===== config.mk =====
export PLATFORM = sky130hd
export DESIGN_NAME = id_queue
export DESIGN_NICKNAME = d
export VERILOG_FILES = /design/src/verilog/id_queue_pkg.sv /design/src/verilog/id_queue_first_free.sv /design/src/verilog/id_queue_id_lookup.sv /design/src/verilog/id_queue_exists_search.sv /design/src/verilog/id_queue_ctrl.sv /design/src/verilog/id_queue.sv
export SDC_FILE = /design/constraint.sdc
export NUM_CORES = 1
export LEC_CHECK = 0
export BUFFER_PORTS_ARGS = -buffer_cell sky130_fd_sc_hd__buf_2
export CAP_MARGIN = 10
export CELL_PAD_IN_SITES_DETAIL_PLACEMENT = 0
export CELL_PAD_IN_SITES_GLOBAL_PLACEMENT = 2
export CORE_UTILIZATION = 35
export CTS_CLUSTER_DIAMETER = 30
export CTS_CLUSTER_SIZE = 25
export DETAILED_ROUTE_END_ITERATION = 16
export HOLD_SLACK_MARGIN = 0.12
export MAX_ROUTING_LAYER = met4
export PLACE_DENSITY_LB_ADDON = 0.2
export SYNTH_ARGS = -nofsm -noshare
export SYNTH_HDL_FRONTEND = slang
export SYNTH_SLANG_ARGS = --single-unit

===== constraint.sdc =====
create_clock -name clk_i -period 5.1 [get_ports clk_i]
set_input_delay 0.765 -clock clk_i [delete_from_list [all_inputs] [get_ports clk_i]]
set_output_delay 0.765 -clock clk_i [all_outputs]
set_load 0.01 [all_outputs]

===== src/verilog/id_queue_pkg.sv =====
// ====================
// ID queue package
// Index-width helpers and default sizes shared by the queue RTL
// ====================
`default_nettype none

package id_queue_pkg;

    // Default top-level sizes
    localparam int DefaultIdWidth   = 2;
    localparam int DefaultCapacity  = 4;
    localparam int DefaultDataWidth = 8;

    // Number of index bits for a table of the given entry count, never below one bit
    function automatic int idx_width(input int entries);
        return (entries > 1) ? $clog2(entries) : 1;
    endfunction

    // Head-tail table size: one entry per distinct ID, but never more IDs than cells
    function automatic int ht_capacity(input int id_width, input int capacity);
        int n_ids;
        n_ids = 1 << id_width;
        return (n_ids < capacity) ? n_ids : capacity;
    endfunction

endpackage

`default_nettype wire


===== src/verilog/id_queue_first_free.sv =====
// ====================
// First free slot finder
// Priority encoder returning the lowest set free bit of a table
// ====================
`timescale 1ns/1ps
`default_nettype none

module id_queue_first_free
    import id_queue_pkg::*;
#(
    parameter int WIDTH = DefaultCapacity
) (
    input  logic [WIDTH-1:0]            free_i,
    output logic [idx_width(WIDTH)-1:0] idx_o,
    output logic                        found_o
);

    localparam int IdxWidth = idx_width(WIDTH);

    // Scan from the top down so that the last hit, the lowest index, wins
    always_comb begin
        idx_o = '0;
        for (int i = WIDTH - 1; i >= 0; i--) begin
            if (free_i[i]) begin
                idx_o = IdxWidth'(i);
            end
        end
    end

    // Any free bit at all means a slot can be allocated
    assign found_o = |free_i;

    // The encoded index must always land on a slot that is really free
    always_comb begin
        assert final (!found_o || free_i[idx_o])
            else $error("First free index points at an occupied slot");
    end

endmodule

`default_nettype wire


===== src/verilog/id_queue_id_lookup.sv =====
// ====================
// Head-tail ID lookup
// Finds the occupied head-tail entry that owns a given ID
// ====================
`timescale 1ns/1ps
`default_nettype none

module id_queue_id_lookup
    import id_queue_pkg::*;
#(
    parameter int ID_WIDTH = DefaultIdWidth,
    parameter int ENTRIES  = ht_capacity(ID_WIDTH, DefaultCapacity)
) (
    input  logic [ID_WIDTH-1:0]               lookup_id_i,
    input  logic                              lookup_valid_i,
    input  logic [ENTRIES-1:0][ID_WIDTH-1:0]  entry_ids_i,
    input  logic [ENTRIES-1:0]                entry_used_i,
    output logic                              hit_o,
    output logic [idx_width(ENTRIES)-1:0]     hit_idx_o
);

    localparam int IdxWidth = idx_width(ENTRIES);

    // One bit per head-tail entry, set where the stored ID matches
    logic [ENTRIES-1:0] match;

    // Free entries hold stale IDs, so only occupied ones may compare
    for (genvar i = 0; i < ENTRIES; i++) begin : gen_match
        assign match[i] = lookup_valid_i && entry_used_i[i] &&
                          (entry_ids_i[i] == lookup_id_i);
    end

    assign hit_o = |match;

    // One-hot to binary by ORing the indices of all set bits
    // With a one-hot match vector this yields exactly the matching index
    always_comb begin
        hit_idx_o = '0;
        for (int i = 0; i < ENTRIES; i++) begin
            if (match[i]) begin
                hit_idx_o = hit_idx_o | IdxWidth'(i);
            end
        end
    end

    // The controller never opens a second entry for an ID it already tracks
    always_comb begin
        assert final ($onehot0(match))
            else $error("Two head-tail entries share one ID");
    end

endmodule

`default_nettype wire


===== src/verilog/id_queue_exists_search.sv =====
// ====================
// Masked exists search
// Reports whether any occupied cell matches a value on the masked bits
// ====================
`timescale 1ns/1ps
`default_nettype none

module id_queue_exists_search
    import id_queue_pkg::*;
#(
    parameter int CAPACITY   = DefaultCapacity,
    parameter int DATA_WIDTH = DefaultDataWidth
) (
    input  logic [CAPACITY-1:0][DATA_WIDTH-1:0] cell_data_i,
    input  logic [CAPACITY-1:0]                 cell_used_i,
    input  logic                                req_i,
    input  logic [DATA_WIDTH-1:0]               data_i,
    input  logic [DATA_WIDTH-1:0]               mask_i,
    output logic                                match_o
);

    // Per-cell hit flags
    logic [CAPACITY-1:0] cell_hit;

    for (genvar i = 0; i < CAPACITY; i++) begin : gen_cell
        // Bits that differ from the search value, kept only where the mask is set
        logic [DATA_WIDTH-1:0] diff;

        assign diff = (cell_data_i[i] ^ data_i) & mask_i;

        // A free cell never matches, even under an all-zero mask
        assign cell_hit[i] = cell_used_i[i] && (diff == '0);
    end

    // Without a request the answer stays low
    assign match_o = req_i && (|cell_hit);

endmodule

`default_nettype wire


===== src/verilog/id_queue_ctrl.sv =====
// ====================
// ID queue controller
// Holds the head-tail and linked data tables and applies push, peek and pop
// ====================
`timescale 1ns/1ps
`default_nettype none

module id_queue_ctrl
    import id_queue_pkg::*;
#(
    parameter int ID_WIDTH   = DefaultIdWidth,
    parameter int CAPACITY   = DefaultCapacity,
    parameter int DATA_WIDTH = DefaultDataWidth
) (
    input  logic                                clk_i,
    input  logic                                rst_ni,

    input  logic                                inp_req_i,
    input  logic [ID_WIDTH-1:0]                 inp_id_i,
    input  logic [DATA_WIDTH-1:0]               inp_data_i,
    output logic                                inp_gnt_o,

    input  logic                                oup_req_i,
    input  logic [ID_WIDTH-1:0]                 oup_id_i,
    input  logic                                oup_pop_i,
    output logic                                oup_gnt_o,
    output logic [DATA_WIDTH-1:0]               oup_data_o,
    output logic                                oup_data_valid_o,

    output logic [CAPACITY-1:0][DATA_WIDTH-1:0] cell_data_o,
    output logic [CAPACITY-1:0]                 cell_used_o
);

    localparam int HtEntries  = ht_capacity(ID_WIDTH, CAPACITY);
    localparam int HtIdxWidth = idx_width(HtEntries);
    localparam int LdIdxWidth = idx_width(CAPACITY);

    // One entry per active ID, pointing at the oldest and newest cell of its list
    typedef struct packed {
        logic [ID_WIDTH-1:0]   id;
        logic [LdIdxWidth-1:0] head;
        logic [LdIdxWidth-1:0] tail;
        logic                  free;
    } head_tail_t;

    // One data cell, chained to the next younger cell of the same ID
    typedef struct packed {
        logic [DATA_WIDTH-1:0] data;
        logic [LdIdxWidth-1:0] next;
        logic                  free;
    } linked_data_t;

    head_tail_t   [HtEntries-1:0] head_tail_d, head_tail_q;
    linked_data_t [CAPACITY-1:0]  linked_data_d, linked_data_q;

    logic [HtEntries-1:0]               ht_free;
    logic [HtEntries-1:0][ID_WIDTH-1:0] ht_ids;
    logic [CAPACITY-1:0]                ld_free;

    logic [HtIdxWidth-1:0] ht_free_idx;
    logic                  ht_found;
    logic [LdIdxWidth-1:0] ld_free_idx;

    logic                  push_acc;
    logic [ID_WIDTH-1:0]   lookup_id;
    logic                  lookup_valid;
    logic                  hit;
    logic [HtIdxWidth-1:0] hit_idx;
    logic [LdIdxWidth-1:0] pop_head;

    // Flatten table fields for the search helpers and the exported state
    for (genvar i = 0; i < HtEntries; i++) begin : gen_ht_flat
        assign ht_free[i] = head_tail_q[i].free;
        assign ht_ids[i]  = head_tail_q[i].id;
    end

    for (genvar i = 0; i < CAPACITY; i++) begin : gen_ld_flat
        assign ld_free[i]     = linked_data_q[i].free;
        assign cell_used_o[i] = !linked_data_q[i].free;
        assign cell_data_o[i] = linked_data_q[i].data;
    end

    id_queue_first_free #(
        .WIDTH   (HtEntries)
    ) u_ht_free (
        .free_i  (ht_free),
        .idx_o   (ht_free_idx),
        .found_o (ht_found)
    );

    // A push is granted exactly when a data cell is free
    id_queue_first_free #(
        .WIDTH   (CAPACITY)
    ) u_ld_free (
        .free_i  (ld_free),
        .idx_o   (ld_free_idx),
        .found_o (inp_gnt_o)
    );

    // Push has priority, so an accepted push takes the single ID matcher
    assign push_acc     = inp_req_i && inp_gnt_o;
    assign lookup_id    = push_acc ? inp_id_i : oup_id_i;
    assign lookup_valid = push_acc || oup_req_i;
    assign oup_gnt_o    = oup_req_i && !push_acc;

    id_queue_id_lookup #(
        .ID_WIDTH       (ID_WIDTH),
        .ENTRIES        (HtEntries)
    ) u_id_lookup (
        .lookup_id_i    (lookup_id),
        .lookup_valid_i (lookup_valid),
        .entry_ids_i    (ht_ids),
        .entry_used_i   (~ht_free),
        .hit_o          (hit),
        .hit_idx_o      (hit_idx)
    );

    // Oldest cell of the ID being served on the output port
    assign pop_head = head_tail_q[hit_idx].head;

    always_comb begin
        head_tail_d      = head_tail_q;
        linked_data_d    = linked_data_q;
        oup_data_o       = '0;
        oup_data_valid_o = 1'b0;

        if (push_acc) begin
            if (!hit) begin
                // First element of this ID opens a fresh head-tail entry
                head_tail_d[ht_free_idx] = '{
                    id:   inp_id_i,
                    head: ld_free_idx,
                    tail: ld_free_idx,
                    free: 1'b0
                };
            end else begin
                // Chain the new cell behind the current tail of the ID
                linked_data_d[head_tail_q[hit_idx].tail].next = ld_free_idx;
                head_tail_d[hit_idx].tail = ld_free_idx;
            end
            linked_data_d[ld_free_idx] = '{data: inp_data_i, next: '0, free: 1'b0};
        end else if (oup_req_i && hit) begin
            oup_data_o       = linked_data_q[pop_head].data;
            oup_data_valid_o = 1'b1;
            if (oup_pop_i) begin
                linked_data_d[pop_head] = '{free: 1'b1, default: '0};
                // The last element of an ID also releases its head-tail entry
                if (pop_head == head_tail_q[hit_idx].tail) begin
                    head_tail_d[hit_idx] = '{free: 1'b1, default: '0};
                end else begin
                    head_tail_d[hit_idx].head = linked_data_q[pop_head].next;
                end
            end
        end
    end

    always_ff @(posedge clk_i or negedge rst_ni) begin
        if (!rst_ni) begin
            head_tail_q   <= {HtEntries{head_tail_t'{free: 1'b1, default: '0}}};
            linked_data_q <= {CAPACITY{linked_data_t'{free: 1'b1, default: '0}}};
        end else begin
            head_tail_q   <= head_tail_d;
            linked_data_q <= linked_data_d;
        end
    end

    // The head pointer of a live ID must never refer to a released cell
    assert property (@(posedge clk_i) disable iff (!rst_ni)
        (oup_gnt_o && oup_data_valid_o && oup_pop_i) |-> !linked_data_q[pop_head].free)
        else $error("Pop would release a cell that is already free");

    // Pops and refused pushes never take a cell, so only an accepted push
    // can use up the last free cell and withdraw the push grant
    assert property (@(posedge clk_i) disable iff (!rst_ni)
        $fell(inp_gnt_o) |-> $past(push_acc))
        else $error("Push grant dropped without a push taking the last free cell");

    // A free data cell implies room for a new ID, since IDs never outnumber cells
    assert property (@(posedge clk_i) disable iff (!rst_ni)
        (push_acc && !hit) |-> ht_found)
        else $error("No head-tail entry left for a new ID");

endmodule

`default_nettype wire


===== src/verilog/id_queue.sv =====
// ====================
// ID queue
// Per-ID FIFO storage with push, peek, pop and a masked exists search
// ====================
`timescale 1ns/1ps
`default_nettype none

module id_queue
    import id_queue_pkg::*;
#(
    parameter int ID_WIDTH   = DefaultIdWidth,
    parameter int CAPACITY   = DefaultCapacity,
    parameter int DATA_WIDTH = DefaultDataWidth
) (
    input  logic                  clk_i,
    input  logic                  rst_ni,

    input  logic                  inp_req_i,
    input  logic [ID_WIDTH-1:0]   inp_id_i,
    input  logic [DATA_WIDTH-1:0] inp_data_i,
    output logic                  inp_gnt_o,

    input  logic                  exists_req_i,
    input  logic [DATA_WIDTH-1:0] exists_data_i,
    input  logic [DATA_WIDTH-1:0] exists_mask_i,
    output logic                  exists_gnt_o,
    output logic                  exists_o,

    input  logic                  oup_req_i,
    input  logic [ID_WIDTH-1:0]   oup_id_i,
    input  logic                  oup_pop_i,
    output logic                  oup_gnt_o,
    output logic [DATA_WIDTH-1:0] oup_data_o,
    output logic                  oup_data_valid_o
);

    // Stored cells as seen by the exists search
    logic [CAPACITY-1:0][DATA_WIDTH-1:0] cell_data;
    logic [CAPACITY-1:0]                 cell_used;

    // Reject sizes that leave either table without entries
    if (ID_WIDTH < 1 || ht_capacity(ID_WIDTH, CAPACITY) < 1) begin : gen_param_check
        $fatal(1, "ID width and capacity must both be at least one");
    end

    id_queue_ctrl #(
        .ID_WIDTH         (ID_WIDTH),
        .CAPACITY         (CAPACITY),
        .DATA_WIDTH       (DATA_WIDTH)
    ) u_ctrl (
        .clk_i            (clk_i),
        .rst_ni           (rst_ni),
        .inp_req_i        (inp_req_i),
        .inp_id_i         (inp_id_i),
        .inp_data_i       (inp_data_i),
        .inp_gnt_o        (inp_gnt_o),
        .oup_req_i        (oup_req_i),
        .oup_id_i         (oup_id_i),
        .oup_pop_i        (oup_pop_i),
        .oup_gnt_o        (oup_gnt_o),
        .oup_data_o       (oup_data_o),
        .oup_data_valid_o (oup_data_valid_o),
        .cell_data_o      (cell_data),
        .cell_used_o      (cell_used)
    );

    // The search only reads stored state and runs beside the other ports
    id_queue_exists_search #(
        .CAPACITY    (CAPACITY),
        .DATA_WIDTH  (DATA_WIDTH)
    ) u_exists (
        .cell_data_i (cell_data),
        .cell_used_i (cell_used),
        .req_i       (exists_req_i),
        .data_i      (exists_data_i),
        .mask_i      (exists_mask_i),
        .match_o     (exists_o)
    );

    // Exists is answered in the same cycle, so every request is granted
    assign exists_gnt_o = exists_req_i;

endmodule

`default_nettype wire


==> out/metrics.yaml <==
hold_buffers: 0
timing.rr.start: "u_ctrl.ld_free[0]$_DFFE_PN1P_"
drv_slew: 0
p_per_area_nw_per_um2: 733.8
crit_type: "flip-flop to output pin"
setup_viol: 0
ctsLongestPathBuffers: 2
cts_root_buf: "clkbuf_16"
syn_inst: 439
fp.dieW_um: 114.8
viasPerCell: 5.731
crit_arrival_ps: 3900
synth_nets: 473
synthesis.area_um2: 4454
cts_made_buffers: 9
n_antenna_cell: 0
pre_cts_ws_ps: 503.5
num_rows: 40
yosysSeqAreaShare_pct: 40.67
ir_drop_v: 0.0002795
synth-async-reset-ratio_pct: 100.0
synth_area_per_cell_um2: 10.15
cp-startpoint: "u_ctrl.ld_free[1]$_DFFE_PN1P_"
cts_tree: "yes"
initial_core_util_pct: 36.48
postCtsSetupBuffers: 0
leakage_nw: 2.346
rrSetupSlack_ps: 860
final_cell_mix: "64 x dfrtp_1, 46 x buf_2, 44 x a22o_1"
yosys_warnings: 0
nNetsFinal: 522
r2r_end: "u_ctrl.head_tail_q[24]$_DFFE_PN0P_"
hold_viol: 0
start_kind: "flip-flop"
cts-htree-levels: 3
place_hpwl_mm: 9.913
nFillCells: 1217
clkLatencyLatePin_ps: 350
dr.pass1.iters: 5
grt_usage_pct: 22.75
min_path_type: "primary input to asynchronous set/reset pin"
critPathRequiredTime_ps: 4340
grt_max_degree: 42
multi_input_area_um2: 2485
port_buffers: 46
synth-edff-count: 0
synth_ff_type: "dfrtp_1"
seq_area_um2: 1812
clkTransAtPathRegs_ps: 60
routedWlPerCell_um: 20.84
vias: 3788
synth.distinct_cells: 68
crit_path_max_fanout: 24
setup_ws_ps: 437.0
globalRouteOverflowTotal: 0
maxCapViolations: 0
routabilityCongestion: 0.8728
fin_crit_sh_pct: 91.43
fin_setup_tns_ps: 0
grt_pass1_wl_mm: 21.48
endpoint_kind: "output pin"
boundaryPins: 47
die_area_um2: 13180
drcViolationCount: 0
rr_worst_depth: 12
final_common_cell: "dfrtp_1"
drive_above_1_share_pct: 23.53
die_height_um: 114.8
grt_pass1_vias: 3650
skew_ps: 7.397
cts.sinks: 72
drt_wl_total_mm: 13.78
period_needed_ps: 4663
antenna_found_initial: 0
rsz0062_at_grt: "no"
drt_iter0_drc: 352
max_slew_margin_pct: 43.18
ctsResizeCount: 0
worst_pin_slew_ps: 846.6
core-area_um2: 12210
ant_nets: 0
syn_to_final_growth_pct: 17.28
max_freq_mhz: 214.5
synth_seq_cells: 72
status: "complete, no violations"
[cells in the mapped netlist (all sizes together), types with 4 or more instances]
master  count  area share (%)
o211ai      4            0.67
a31o        5            0.98
inv        15             1.3
nor2       27             2.3
or3         5            0.81
nand3      16             1.8
nand2      25             2.1
clkbuf      8            0.67
mux2i       9             2.0
o21ai      16             2.0
a211oi      6             1.0
nor3        6            0.79
buf        13             1.9
a22o       45             9.0
o22ai       6            0.84
a21o        5            0.84
dfstp       8             4.7
a31oi       4            0.56
xnor2       7             1.4
a221oi      5             1.4
a22oi       4            0.79
o21a        5            0.84
mux4        4             2.0
a21oi      19             2.3
o221ai      6             1.3
a222oi      5             1.1
mux2        9             2.3
and2       10             1.4
xor2       34             6.7
nor2b       7            0.98
dfrtp      64              36
[worst max-delay path, cell delays in order (launching register included)]
cell	delay, ps
dfstp_2	420
o41a_1	560
nor4b_1	570
or3_1	370
mux2_2	390
o221ai_2	210
buf_12	230
mux4_2	510
nor2b_1	140
buf_2	150
[state kept, by name (all words and copies together) (netlist names)]
signal,flops
u_ctrl.linked_data_q,8
u_ctrl.ld_free,4
u_ctrl.cell_data_o,32
u_ctrl.head_tail_q,28
[routing by layer]
metal,global-route usage (%),vias to the layer above,share of wire [%]
li1,-,1786,-
met1,32.54,1896,50
met2,32.40,92,45
met3,3.268,14,4.2
met4,8.571,0,1.5
met5,-,-,0
[cell type report]
| type | count | share of cell area (%) |
|---|---|---|
| tap | 168 | 4.024 |
| clock buffer | 11 | 4.838 |
| clock inverter | 5 | 1.054 |
| timing repair buffer | 59 | 6.754 |
| multi-input combinational | 331 | 47.57 |
| inverter | 15 | 1.078 |
| sequential | 72 | 34.68 |
[worst max-delay path by stage]
stage | end | slack [ps] | depth (start not counted)
final | oup_data_o[5] | 440 | 9
after global routing | oup_data_o[5] | 290 | 10
after CTS | oup_data_o[5] | 170 | 10
after detailed placement | u_ctrl.head_tail_q[24]$_DFFE_PN0P_ | 500 | 12
after global placement | u_ctrl.head_tail_q[17]$_DFFE_PN0P_ | 570 | 12
after floorplan | oup_data_o[4] | 690 | 10
[cells by family (layout without fill, tap and decap cells)]
| group | count (synthesis) | in the layout | synth area share (%) |
|---|---|---|---|
| compound gates | 152 | 152 | 27.30 |
| xor+xnor | 41 | 41 | 8.062 |
| mux | 22 | 22 | 6.320 |
| flops | 72 | 72 | 40.67 |
| simple gates | 116 | 116 | 13.85 |
| buf+inv | 36 | 90 | 3.792 |
[report_power, final]
part	leakage, nW	switching [mW]	total [mW]	internal (mW)
clock network	0.148	0.248	0.651	0.403
registers	0.883	0.230	1.05	0.818
logic	1.32	1.21	2.13	0.927
total	2.35	1.69	3.83	2.15
[stage by stage]
stage          hold slack (ps)  total power, mW  cell area (um2)  utilization (%)  cells
6_report                 487.0            3.833             5224            42.78    661
5_1_grt                  513.1            4.095             5224            42.78    661
4_1_cts                  502.1            3.808             5181            42.43    657
3_5_place_dp             486.4            3.142             4873            39.91    641
3_3_place_gp             490.3            3.126             4873            39.91    641
2_1_floorplan            460.6            2.532             4454                -    439
Power figures use the tool's default switching activity.
